File: config.mk
export PLATFORM = sky130hd
export DESIGN_NAME = remote_alu_top
export DESIGN_NICKNAME = d
export VERILOG_FILES = /design/src/design/ralu_pkg.sv /design/src/design/acc_result.sv /design/src/design/alu_execute.sv /design/src/design/br_delay_valid_next_nr.sv /design/src/design/cmd_decode.sv /design/src/design/remote_alu_top.sv
export SDC_FILE = /design/constraint.sdc
export NUM_CORES = 1
export LEC_CHECK = 0
export ABC_AREA = 1
export BUFFER_PORTS_ARGS = -buffer_cell sky130_fd_sc_hd__buf_2
export CORE_UTILIZATION = 45
export DETAILED_ROUTE_END_ITERATION = 12
export PLACE_DENSITY = 0.61
export SLEW_MARGIN = 40
export SYNTH_ARGS = -nofsm -noshare
export SYNTH_HDL_FRONTEND = slang
export SYNTH_SLANG_ARGS = --single-unit
File: constraint.sdc
create_clock -name clk -period 2.8 [get_ports clk]
set_clock_uncertainty 0.1 [all_clocks]
set_input_delay 0.14 -clock clk [delete_from_list [all_inputs] [get_ports clk]]
set_output_delay 0.14 -clock clk [all_outputs]
set_load 0.01 [all_outputs]
File: src/design/ralu_pkg.sv
// Shared types for the remote arithmetic unit
// Holds the operand word, the opcode encodings and the structs that move
// between decode, the delay line, execute and result

package ralu_pkg;

  // ------------------------------
  // Words and opcodes
  // ------------------------------

  // Width of one operand or result word
  localparam int DATA_BITS = 16;

  typedef logic [DATA_BITS-1:0] data_t;

  // Opcode exactly as the requester drives it on the port
  typedef logic [2:0] raw_op_t;

  // Classified opcode
  // Raw codes 6 and 7 have no meaning and both land on OP_ILL
  typedef enum logic [2:0] {
    OP_ADD = 3'd0,
    OP_SUB = 3'd1,
    OP_AND = 3'd2,
    OP_XOR = 3'd3,
    OP_ACC = 3'd4,
    OP_CLR = 3'd5,
    OP_ILL = 3'd7
  } op_t;

  // ------------------------------
  // Pipeline payloads
  // ------------------------------

  // Command as it crosses the long bus
  typedef struct packed {
    op_t   op;
    data_t a;
    data_t b;
  } ralu_cmd_t;

  // Bit count of a command, used as the delay line width
  localparam int CMD_BITS = $bits(ralu_cmd_t);

  // Executed result on its way to the accumulator stage
  typedef struct packed {
    op_t   op;
    data_t value;
    logic  carry;
    logic  err;
  } ralu_exe_t;

endpackage

File: src/design/acc_result.sv
// Result stage of the remote arithmetic unit
// Owns the running accumulator for ACC and CLR and drives the final result
// strobe with data, carry and error

`timescale 1ns/1ps

module acc_result (
  input  logic                clk,
  input  logic                arst_n,
  input  logic                exe_valid,
  input  ralu_pkg::ralu_exe_t exe_res,
  output logic                res_valid,
  output ralu_pkg::data_t     res_data,
  output logic                res_carry,
  output logic                res_err
);

  ralu_pkg::data_t acc;
  logic [16:0]     acc_sum;
  logic            is_acc;
  logic            is_clr;

  assign is_acc = (exe_res.op == ralu_pkg::OP_ACC);
  assign is_clr = (exe_res.op == ralu_pkg::OP_CLR);

  // Next accumulator value with the wrap carry in bit 16
  assign acc_sum = {1'b0, acc} + {1'b0, exe_res.value};

  // ------------------------------
  // Accumulator and strobe
  // ------------------------------
  always_ff @(posedge clk or negedge arst_n) begin
    if (!arst_n) begin
      acc       <= '0;
      res_valid <= 1'b0;
    end else begin
      res_valid <= exe_valid;
      if (exe_valid && is_acc) begin
        acc <= acc_sum[15:0];
      end else if (exe_valid && is_clr) begin
        acc <= '0;
      end
      // Illegal and plain ALU ops leave the accumulator alone
    end
  end

  // ------------------------------
  // Result payload
  // ------------------------------
  always_ff @(posedge clk) begin
    if (exe_valid) begin
      if (is_acc) begin
        // Report the new accumulator, same value that lands in acc
        res_data  <= acc_sum[15:0];
        res_carry <= acc_sum[16];
        res_err   <= 1'b0;
      end else if (is_clr) begin
        res_data  <= '0;
        res_carry <= 1'b0;
        res_err   <= 1'b0;
      end else begin
        res_data  <= exe_res.value;
        res_carry <= exe_res.carry;
        res_err   <= exe_res.err;
      end
    end
  end

endmodule

File: src/design/alu_execute.sv
// Execute stage of the remote arithmetic unit
// Takes the delayed command, does add, subtract, AND or XOR and registers
// the result with its carry and error flags

`timescale 1ns/1ps

module alu_execute (
  input  logic                clk,
  input  logic                arst_n,
  input  logic                xp_valid_next,
  input  ralu_pkg::ralu_cmd_t xp_cmd,
  output logic                exe_valid,
  output ralu_pkg::ralu_exe_t exe_res
);

  logic                data_vld;
  logic [16:0]         add_sum;
  logic [16:0]         sub_diff;
  ralu_pkg::ralu_exe_t exe_d;

  // Delayed valid-next becomes the cycle in which xp_cmd holds real data
  always_ff @(posedge clk or negedge arst_n) begin
    if (!arst_n) begin
      data_vld <= 1'b0;
    end else begin
      data_vld <= xp_valid_next;
    end
  end

  // ------------------------------
  // Arithmetic and logic
  // ------------------------------

  // Bit 16 keeps the carry of the add and the borrow of the subtract
  assign add_sum  = {1'b0, xp_cmd.a} + {1'b0, xp_cmd.b};
  assign sub_diff = {1'b0, xp_cmd.a} - {1'b0, xp_cmd.b};

  always_comb begin
    exe_d.op    = xp_cmd.op;
    exe_d.value = '0;
    exe_d.carry = 1'b0;
    exe_d.err   = 1'b0;
    case (xp_cmd.op)
      ralu_pkg::OP_ADD: begin
        exe_d.value = add_sum[15:0];
        exe_d.carry = add_sum[16];
      end
      ralu_pkg::OP_SUB: begin
        exe_d.value = sub_diff[15:0];
        exe_d.carry = sub_diff[16];
      end
      ralu_pkg::OP_AND: exe_d.value = xp_cmd.a & xp_cmd.b;
      ralu_pkg::OP_XOR: exe_d.value = xp_cmd.a ^ xp_cmd.b;
      // Result stage adds this to the accumulator
      ralu_pkg::OP_ACC: exe_d.value = xp_cmd.a;
      // CLR leaves the zero value from above
      ralu_pkg::OP_CLR: exe_d.value = '0;
      default:          exe_d.err   = 1'b1;
    endcase
  end

  // ------------------------------
  // Output registers
  // ------------------------------
  always_ff @(posedge clk or negedge arst_n) begin
    if (!arst_n) begin
      exe_valid <= 1'b0;
    end else begin
      exe_valid <= data_vld;
    end
  end

  always_ff @(posedge clk) begin
    if (data_vld) begin
      exe_res <= exe_d;
    end
  end

endmodule

File: src/design/br_delay_valid_next_nr.sv
// Delay line for a valid-next flag and its data word
// The flag runs one cycle ahead of the data at every stage, and each data
// register only loads in the cycle its own flag marks as valid

`timescale 1ns/1ps

module br_delay_valid_next_nr #(
  parameter int bit_width  = 1,
  parameter int num_stages = 0
) (
  input  logic                 clk,
  input  logic                 arst_n,
  input  logic                 in_valid_next,
  input  logic [bit_width-1:0] in,
  output logic                 out_valid_next,
  output logic [bit_width-1:0] out
);

  // Index 0 is the input side, index num_stages the output side
  logic [num_stages:0]                stage_valid_next;
  logic [num_stages:0][bit_width-1:0] stage;

  assign stage_valid_next[0] = in_valid_next;
  assign stage[0]            = in;

  // ------------------------------
  // Stage chain
  // ------------------------------
  for (genvar i = 1; i <= num_stages; i++) begin : gen_stages
    // Flag flop keeps the control side quiet after reset
    always_ff @(posedge clk or negedge arst_n) begin
      if (!arst_n) begin
        stage_valid_next[i] <= 1'b0;
      end else begin
        stage_valid_next[i] <= stage_valid_next[i-1];
      end
    end

    // The flag of stage i lines up with the data still sitting in stage i-1,
    // so it serves as the load enable for this data register
    always_ff @(posedge clk) begin
      if (stage_valid_next[i]) begin
        stage[i] <= stage[i-1];
      end
    end
  end

  // With zero stages both outputs are the inputs unchanged
  assign out_valid_next = stage_valid_next[num_stages];
  assign out            = stage[num_stages];

endmodule

File: src/design/cmd_decode.sv
// Front end of the remote arithmetic unit
// Classifies the raw opcode, captures the command and hands the strobe on
// as a valid-next flag one cycle ahead of the registered command

`timescale 1ns/1ps

module cmd_decode (
  input  logic                clk,
  input  logic                arst_n,
  input  logic                cmd_valid,
  input  ralu_pkg::raw_op_t   cmd_op,
  input  ralu_pkg::data_t     cmd_a,
  input  ralu_pkg::data_t     cmd_b,
  output logic                dec_valid_next,
  output ralu_pkg::ralu_cmd_t dec_cmd
);

  ralu_pkg::op_t   op_class;
  ralu_pkg::op_t   op_q;
  ralu_pkg::data_t a_q;
  ralu_pkg::data_t b_q;

  // ------------------------------
  // Opcode classification
  // ------------------------------
  always_comb begin
    case (cmd_op)
      3'd0:    op_class = ralu_pkg::OP_ADD;
      3'd1:    op_class = ralu_pkg::OP_SUB;
      3'd2:    op_class = ralu_pkg::OP_AND;
      3'd3:    op_class = ralu_pkg::OP_XOR;
      3'd4:    op_class = ralu_pkg::OP_ACC;
      3'd5:    op_class = ralu_pkg::OP_CLR;
      // Codes 6 and 7 end up here
      default: op_class = ralu_pkg::OP_ILL;
    endcase
  end

  // The strobe leaves now and the command follows next cycle
  // This puts the wide fanout of the flag a cycle ahead of the data
  assign dec_valid_next = cmd_valid;

  // Opcode register starts out as illegal so stale state never looks like
  // a real operation
  always_ff @(posedge clk or negedge arst_n) begin
    if (!arst_n) begin
      op_q <= ralu_pkg::OP_ILL;
    end else if (cmd_valid) begin
      op_q <= op_class;
    end
  end

  // Operand capture, loaded only on a command
  always_ff @(posedge clk) begin
    if (cmd_valid) begin
      a_q <= cmd_a;
      b_q <= cmd_b;
    end
  end

  assign dec_cmd.op = op_q;
  assign dec_cmd.a  = a_q;
  assign dec_cmd.b  = b_q;

endmodule

File: src/design/remote_alu_top.sv
// Top level of the remote arithmetic unit
// A command strobed in at cycle T comes back on res_valid at T+num_stages+3,
// in order, with one command accepted per cycle

`timescale 1ns/1ps

module remote_alu_top #(
  parameter int num_stages = 3
) (
  input  logic              clk,
  input  logic              arst_n,
  input  logic              cmd_valid,
  input  ralu_pkg::raw_op_t cmd_op,
  input  ralu_pkg::data_t   cmd_a,
  input  ralu_pkg::data_t   cmd_b,
  output logic              res_valid,
  output ralu_pkg::data_t   res_data,
  output logic              res_carry,
  output logic              res_err
);

  // Decode to delay line
  logic                dec_valid_next;
  ralu_pkg::ralu_cmd_t dec_cmd;

  // Delay line to execute
  logic                xp_valid_next;
  ralu_pkg::ralu_cmd_t xp_cmd;

  // Execute to result
  logic                exe_valid;
  ralu_pkg::ralu_exe_t exe_res;

  // ------------------------------
  // Pipeline
  // ------------------------------
  cmd_decode u_decode (
    .clk            (clk),
    .arst_n         (arst_n),
    .cmd_valid      (cmd_valid),
    .cmd_op         (cmd_op),
    .cmd_a          (cmd_a),
    .cmd_b          (cmd_b),
    .dec_valid_next (dec_valid_next),
    .dec_cmd        (dec_cmd)
  );

  // Long bus crossing, the flag stays a cycle ahead of the command
  br_delay_valid_next_nr #(
    .bit_width  (ralu_pkg::CMD_BITS),
    .num_stages (num_stages)
  ) u_xport (
    .clk            (clk),
    .arst_n         (arst_n),
    .in_valid_next  (dec_valid_next),
    .in             (dec_cmd),
    .out_valid_next (xp_valid_next),
    .out            (xp_cmd)
  );

  alu_execute u_execute (
    .clk           (clk),
    .arst_n        (arst_n),
    .xp_valid_next (xp_valid_next),
    .xp_cmd        (xp_cmd),
    .exe_valid     (exe_valid),
    .exe_res       (exe_res)
  );

  acc_result u_result (
    .clk       (clk),
    .arst_n    (arst_n),
    .exe_valid (exe_valid),
    .exe_res   (exe_res),
    .res_valid (res_valid),
    .res_data  (res_data),
    .res_carry (res_carry),
    .res_err   (res_err)
  );

endmodule

Word-level counts from Yosys, hierarchy flattened --
Index checks and enable logic that the tools add are counted.
Operators by class: add/subtract/negate cells 3, eq/ne operators 12, multiplexer cells 10, bitwise operators 2, reductions and logical operators 7
Operators by type and width (number):
- case mux 16 bit (5 select lines) | 1
- two-way mux 16 bit | 4
- adder 16 x 16 -> 17 bit | 2
- equality test 3 bit (second input constant) | 6
- case mux 3 bit (6 select lines) | 1
- subtractor 16 x 16 -> 17 bit | 1
- AND 16 bit | 1
- XOR 16 bit | 1
- equality test 3 x 2 -> 1 bit (second input constant) | 4
- equality test 3 x 1 -> 1 bit (second input constant) | 2
- zero test 3 bit | 2
- OR reduction 6 bit | 1
- two-way mux 1 bit | 3
- logical AND 1 bit | 2
- case mux 1 bit (2 select lines) | 1
- nonzero test 2 bit | 1
- OR reduction 2 bit | 1
Storage, ports and cells: bits in registers 201, logic and storage cells 54

Logic depth before layout (Yosys ltp) --
Gate-level depths: netlist of the first run.
depth in word-level cells 4, mapped depth 13

Modules after synthesis --
From an unflattened synthesis of the first run, not the netlist that was laid out.
Unflattened totals: cell total of the unflattened synthesis 1021, area total of the unflattened synthesis 10112.2 um^2
By module, submodules not included:
- br_delay_valid_next_nr | instances 1, cells each 143, area each 3490.8 um^2
- alu_execute | instances 1, cells each 508, area each 3158.0 um^2
- acc_result | instances 1, cells each 323, area each 2372.3 um^2
- cmd_decode | instances 1, cells each 47, area each 1091.0 um^2

Least setup slack after synthesis of the first run --
OpenSTA, ideal clock, no wires.
kind register to register, start point register u_xport.stage, in the netlist u_xport.out[0], end point register u_execute.exe_res[16] (netlist name), arrival 1.656 ns, data required time 2.435 ns, slack 0.779 ns, cell stages (with the launch flop) 13, path buffers 0, clock period less this slack 2.021 ns, cell sequence edfxtp_1 ha_1 fa_1 inv_1 nand3_1 nand3_2 nand2_1 nand2_1 nand2_1 nand2_1 nand2_1 nand3_1 nand3_1
RTL lines:
- start, declared | line br_delay_valid_next_nr.sv:21 | logic [num_stages:0][bit_width-1:0] stage;
- start signal, assigned by index | line br_delay_valid_next_nr.sv:43 | stage[i] <= stage[i-1];

==> results.toml, run 1 <==
[run_status]
status = "completed"

[synthesis]
synth_edf_count = 176
synth_area_leaders = "edfxtp_1 54%, nand2_1 10%, ha_1 6.3%, dfrtp_1 5.7%, inv_1 4.7%"
yosysWarnings = 0
ys_seq_area_share_pct = 60.89
yosysTopAreaCell = "edfxtp_1"
synth-seq-cells = 201
synth_cell_types = 43
netlist_area_sq_mm = 0.009713
synthArstFlopShare_pct = 12.44
yosysMostFrequentCell = "nand2_1"
synthFlopType = "edfxtp_1"
synth_area_per_cell_sq_um = 10.29
syn_nets = 1034
syn_inst = 944
yosysTopAreaCellShare_pct = 54.41
synth_common_cells = "265 x nand2_1, 176 x edfxtp_1, 121 x inv_1"

[sta]
setup_slack_ns = 0.5427
relSlewSlack_pct = 49.90
slew_viol_final = 0
worst-slew-pin-transition_ns = 0.7490
fmax_mhz = 443.0
tns_ns = 0
rsz0062_at_grt = "no"
finalHoldViolCount = 0
setup_viol = 0
min_period_ns = 2.257
fin_crit_sh_pct = 80.62

[power_and_ir_drop]
power_density_mw_per_mm2 = 672.0
p_leak_uw = 0.005053
ir_drop_v = 0.0005445

[setup_path]
reg2regPathDepth = 12
reg2reg_from = "u_xport.out[0]$_DFFE_PP_"
path_cells = "ha_1, fa_1, inv_1, nand3_1, nand3_2, nand2_1, nand2_1, nand2_1, nand2_1, nand2_1, nand3_1, nand3_1"
required_ns = 2.95
crit_arrival_ns = 2.40
cpPeakStageDelay_ns = 0.42
path_max_fanout = 4
ff2ff_setup_slack_ns = 0.54
crit_type = "register to register"
worstSetupEndpointType = "register"
worstSetupEndpoint = "u_execute.exe_res[12]$_DFFE_PP_"
cp_common_cell = "nand2_1"
r2r-end = "u_execute.exe_res[12]$_DFFE_PP_"
cpMaxStageDelayCell = "edfxtp_1"
startpoint_type = "register"
startpoint = "u_xport.out[0]$_DFFE_PP_"

[clocking]
postCtsResizedCells = 0
cts_num_sinks = 201
cts_tree = "done"
clock_latency_ns = 0.52
root_buffer = "clkbuf_16"
htreeDepth = 1
cts_hold_buffers = 36
clk_pin_slew_worst_paths_ns = 0.06
cts-buffers-inserted = 22
clockBufferDepth = 3
cts_setup_buffers = 0

[global_routing]
grt_pass1_vias = 6551
antenna_found_initial = 0
grt_usage_pct = 18.45
grt_pass1_wl_um = 32210
grt_overflow = 0
grt_max_degree = 37

[place]
post-place-ws_ns = 0.5518
portBuffers = 56
place_congestion = 0.8952
dpl.hpwl_um = 13750

[drt]
vias_per_cell = 5.005
drtPass1Iterations = 4
drt_iter0_drc = 308
vias = 6707
ant_nets = 0
drc = 0
finalWirelength_um = 19500
wire_per_inst_um = 14.55

[floorplan]
die_x_um = 148.9
rows = 53
die_area_sq_mm = 0.02218
core_sq_mm = 0.02109
ios = 57
die_y_um = 148.9
start_util_pct = 46.06

[cells_and_area]
drive_gt1_share_pct = 11.92
multi_input_area_sq_mm = 0.003204
area_delta_synth_final_pct = 17.12
register_area_sq_mm = 0.005916
antenna_cells = 0
nets = 1139
fill_cells = 1885

[min_path]
hold_path_class = "input pin to register"

[flow_run]
maxCapViolations = 0
final cells by class:
type | count | share of cell area (%)
inverter | 131 | 4.322
clock inverter | 18 | 1.749
clock buffer | 22 | 4.839
sequential | 201 | 52.00
tap | 275 | 3.025
multi-input combinational | 597 | 28.17
timing repair buffer | 96 | 5.895
worst min-delay path by stage:
stage,from,endpoint,cells past startpoint,slack (ns)
2_1_floorplan,arst_n,u_execute.data_vld$_DFF_PN0_,0,-0.26
3_3_place_gp,arst_n,u_result.res_valid$_DFF_PN0_,1,0.13
3_5_place_dp,arst_n,u_result.res_valid$_DFF_PN0_,1,0.13
4_1_cts,cmd_valid,u_xport.stage_valid_next[1]$_DFF_PN0_,1,0.03
5_1_grt,cmd_valid,u_xport.stage_valid_next[1]$_DFF_PN0_,1,0.07
6_report,cmd_valid,u_xport.stage_valid_next[1]$_DFF_PN0_,1,0.04
registers in the layout, summed over array words and instances, names as in the netlist, 2 cells and up:
name and count:
u_result.acc 16, u_execute.exe_res 21, u_xport.stage_valid_next 2, u_xport.out 35, u_decode.a_q 16, u_result.res_data 16
u_xport.stage 70, u_decode.op_q 3, u_decode.b_q 16
logic make-up (layout without fill, tap and decap cells):
| kind of cell | after synthesis | after routing | share of synthesized area [%] |
|---|---|---|---|
| flip-flops | 201 | 201 | 60.89 |
| adder cells (fa/ha/maj) | 52 | 52 | 6.930 |
| AO/OA/AOI/OAI | 106 | 106 | 6.158 |
| XOR/XNOR | 5 | 5 | 0.4509 |
| AND/OR/NAND/NOR | 434 | 434 | 19.45 |
| buffers and inverters | 146 | 267 | 6.119 |
layout by cell type, fill, tap and decap left out, types with 2 or more instances in the layout:
cell and n:
a21oi_1 40, a21oi_2 2, a221oi_1 7, and2_1 4
buf_2 56, buf_4 4, bufinv_16 3, clkbuf_16 22
clkinv_1 6, clkinv_2 3, clkinvlp_4 2, dfrtp_1 21
dfstp_2 3, dlygate4sd3_1 36, edfxtp_1 176, fa_1 3
ha_1 49, inv_1 121, inv_2 10, inv_6 2
nand2_1 265, nand2_2 2, nand3_1 78, nand3_2 4
nand3b_1 5, nand4_1 10, nor2_1 46, nor2_2 4
nor2_4 2, nor3_1 8, o21ai_0 29, o21ai_1 14
o21bai_1 3, o221ai_1 2, o22ai_1 4, or2_2 2
xnor2_1 2, xor2_1 3
routing by layer:
| metal | part of all wire [%] | up-vias | wire (um) | track usage [%] |
|---|---|---|---|---|
| met3 | 5.0 | 33 | 970 | 2.783 |
| li1 | - | 3404 | - | - |
| met2 | 48 | 168 | 9353 | 32.14 |
| met1 | 44 | 3102 | 8647 | 23.44 |
| met5 | 0 | - | 0 | 0 |
| met4 | 2.7 | 0 | 527 | 6.122 |
critical path: cells and delay by family, from the launching register on:
family	cells	cell delay (ns)
and+or+nand+nor	9	0.78
adders and majority gates	2	0.60
DFF	1	0.42
buffers and inverters	1	0.10
report_power, final:
group | switching, uW | internal [uW]
registers | 112 | 3560
logic | 669 | 395
clock network | 1170 | 1730
total | 1950 | 5690
through the flow:
step                instances  hold slack (ns)  instance area [sq um]  total power [uW]  utilization (%)
CTS                      1340          0.03000                  11370              7728            53.94
detailed placement       1264           0.1336                  10260              4756            48.68
floorplan                 944          -0.2556                   9713              4458                -
global route             1340          0.07394                  11380              8027            53.95
finish                   1340          0.03606                  11380              7644            53.95
global placement         1264           0.1269                  10260              4736            48.68
No activity file was read; power rests on OpenSTA's default activity.
==> run 2, diff against run 1 <==
clock period = 2.2 ns   (was 2.8 ns; I/O delays follow)
==> run 2 against run 1 <==
Effect of this change: non-clock buffer count is 24 higher; critical path depth is 1 lower; register-to-register slack got worse by 0.47 ns; global-route usage rose by 0.059 points; sequential share of layout area decreased by 1.6 points; sequential power up 27%; routed wire length up 1.8%; worst hold slack gained 0.012 ns; critical path type unchanged; largest cell class unchanged.
==> results.toml, run 2 (synthesized netlist as in run 1, its figures left out) <==
[floorplan]
core_sq_mm = 0.02109
die_area_sq_mm = 0.02218
rows = 53
start_util_pct = 46.06
die_y_um = 148.9
ios = 57
die_x_um = 148.9

[cells_and_area]
most-common-layout-cells = "260 x nand2_1, 176 x edfxtp_1, 116 x inv_1"
fin_area_sq_mm = 0.01174
drive_gt1_share_pct = 17.30
fin_util_pct = 55.66
top_register = "u_xport.stage"
largest_reg_flops = 70
area_delta_synth_final_pct = 20.84
layout_commonest_cell = "nand2_1"
antenna_cells = 0
nets = 1163

[power_and_ir_drop]
intPower_uw = 7349
p_sw_uw = 2448
ir_drop_v = 0.0007851
power_density_mw_per_mm2 = 834.6
switching_share_pct = 24.99
power_frac_seq_pct = 47.7
power_frac_clock_pct = 37.5
p_leak_uw = 0.005173
power_frac_comb_pct = 14.8

[setup_path]
ff2ff_setup_slack_ns = 0.08
crit_buf_inv = 2
cp_common_cell = "nand2_1"
startpoint = "u_xport.out[0]$_DFFE_PP_"
required_ns = 2.34
reg2reg_from = "u_xport.out[0]$_DFFE_PP_"
crit_type = "register to register"
cpMaxStageDelayCell = "edfxtp_1"
crit_arrival_ns = 2.27
critPathTopFamily = "adder cells"
startpoint_type = "register"
path_cells = "ha_2, inv_1, fa_2, inv_2, nand2_1, nand3_2, nand2_1, nand3_2, nand2_1, nand3_1, nand3_1"
worstSetupEndpointType = "register"
path_max_fanout = 3
cpPeakStageDelay_ns = 0.42

[min_path]
min-delay-start = "cmd_valid"
hold_path_class = "input pin to register"

[clocking]
cts_num_sinks = 201
root_buffer = "clkbuf_16"
cts_tree = "done"
htreeDepth = 1
clockBufferDepth = 3
clk_pin_slew_worst_paths_ns = 0.06
cts-buffers-inserted = 22
clock_latency_ns = 0.50

[global_routing]
busiest_layer = "met2"
antenna_found_initial = 0
grtUsageMet2_pct = 32.58
grt_util_met3_pct = 3.180
grt_max_degree = 37
grt_pass1_vias = 6766
grt_usage_pct = 18.50
grt_overflow = 0
grt_pass1_wl_um = 32390
grt_util_met1_pct = 23.02

[sta]
setup_slack_ns = 0.07529
rsz0062_at_grt = "yes"
hold-worst-slack_ns = 0.04825
fin_crit_sh_pct = 96.58
fmax_mhz = 470.7
setup_viol = 0
worst-slew-pin-transition_ns = 0.7724
min_period_ns = 2.125
tns_ns = 0
slew_viol_final = 0
finalHoldViolCount = 0
relSlewSlack_pct = 48.50

[place]
dpl.hpwl_um = 13640
post-place-ws_ns = -0.01870
portBuffers = 56
dpl_cell_area_sq_mm = 0.01039
place_congestion = 0.8932

[drt]
drt_iter0_drc = 296
drc = 0
vias = 6822
drtPass1Iterations = 4
vias_per_cell = 5.009
ant_nets = 0
wire_per_inst_um = 14.57
finalWirelength_um = 19840

[flow_run]
maxCapViolations = 0

[run_status]
status = "completed"
[run 2: changes by cell type in the layout (fill, tap and decap cells not counted), sizes merged]
cell / previous run / this run
buf: 60 / 84
clkinvlp: 2 / 0
clkbuf: 22 / 26
clkinv: 11 / 8
inv: 133 / 132
[run 2: area by class of cell]
cell class,instances,area [sq um]
fillers,1831,9350
flip-flops and latches,201,5914
multi-input cells,597,3407
repair buffers,120,854.6
clock buffers,26,586.8
inverters,131,491.7
well taps,275,344.1
clock inverters,12,138.9
[run 2: path summary, 6_finish.rpt]
check                                                   endpoint  depth (start not counted)
setup / recovery                 u_execute.exe_res[14]$_DFFE_PP_                         11
setup reg to reg                 u_execute.exe_res[14]$_DFFE_PP_                         11
max in group asynchronous  u_xport.stage_valid_next[1]$_DFF_PN0_                          2
hold reg to reg                      u_xport.stage[55]$_DFFE_PP_                          0
min in group asynchronous            u_result.acc[3]$_DFFE_PN0P_                          2
hold / removal             u_xport.stage_valid_next[1]$_DFF_PN0_                          1
[run 2: through the flow]
step	cells	total power, uW
3_5_place_dp	1281	6066
4_1_cts	1356	9824
3_3_place_gp	1281	6052
5_1_grt	1362	10300
2_1_floorplan	944	5674
6_report	1362	9796
[run 2: repair_timing]
item,4_1_cts,5_1_grt
hold buffers,36,0
endpoints found under the hold margin,57,0
endpoints found under the setup margin,3,20
pin swaps,0,7
resized for setup,2,50
buffers inserted,1,6
[run 2: layer usage]
layer	vias to the layer above	wire, um
met1	3144	8333
met3	39	1191
met5	-	0
met4	0	535
li1	3443	-
met2	196	9783
[run 2: power groups by stage]
stage / combinational [uW] / sequential, uW / clock (uW)
after CTS: 1380 / 4670 / 3780
after floorplan: 919 / 4760 / 0
final: 1450 / 4670 / 3670
after detailed placement: 1330 / 4740 / 0
after global placement: 1320 / 4730 / 0
after global routing: 1670 / 4700 / 3930
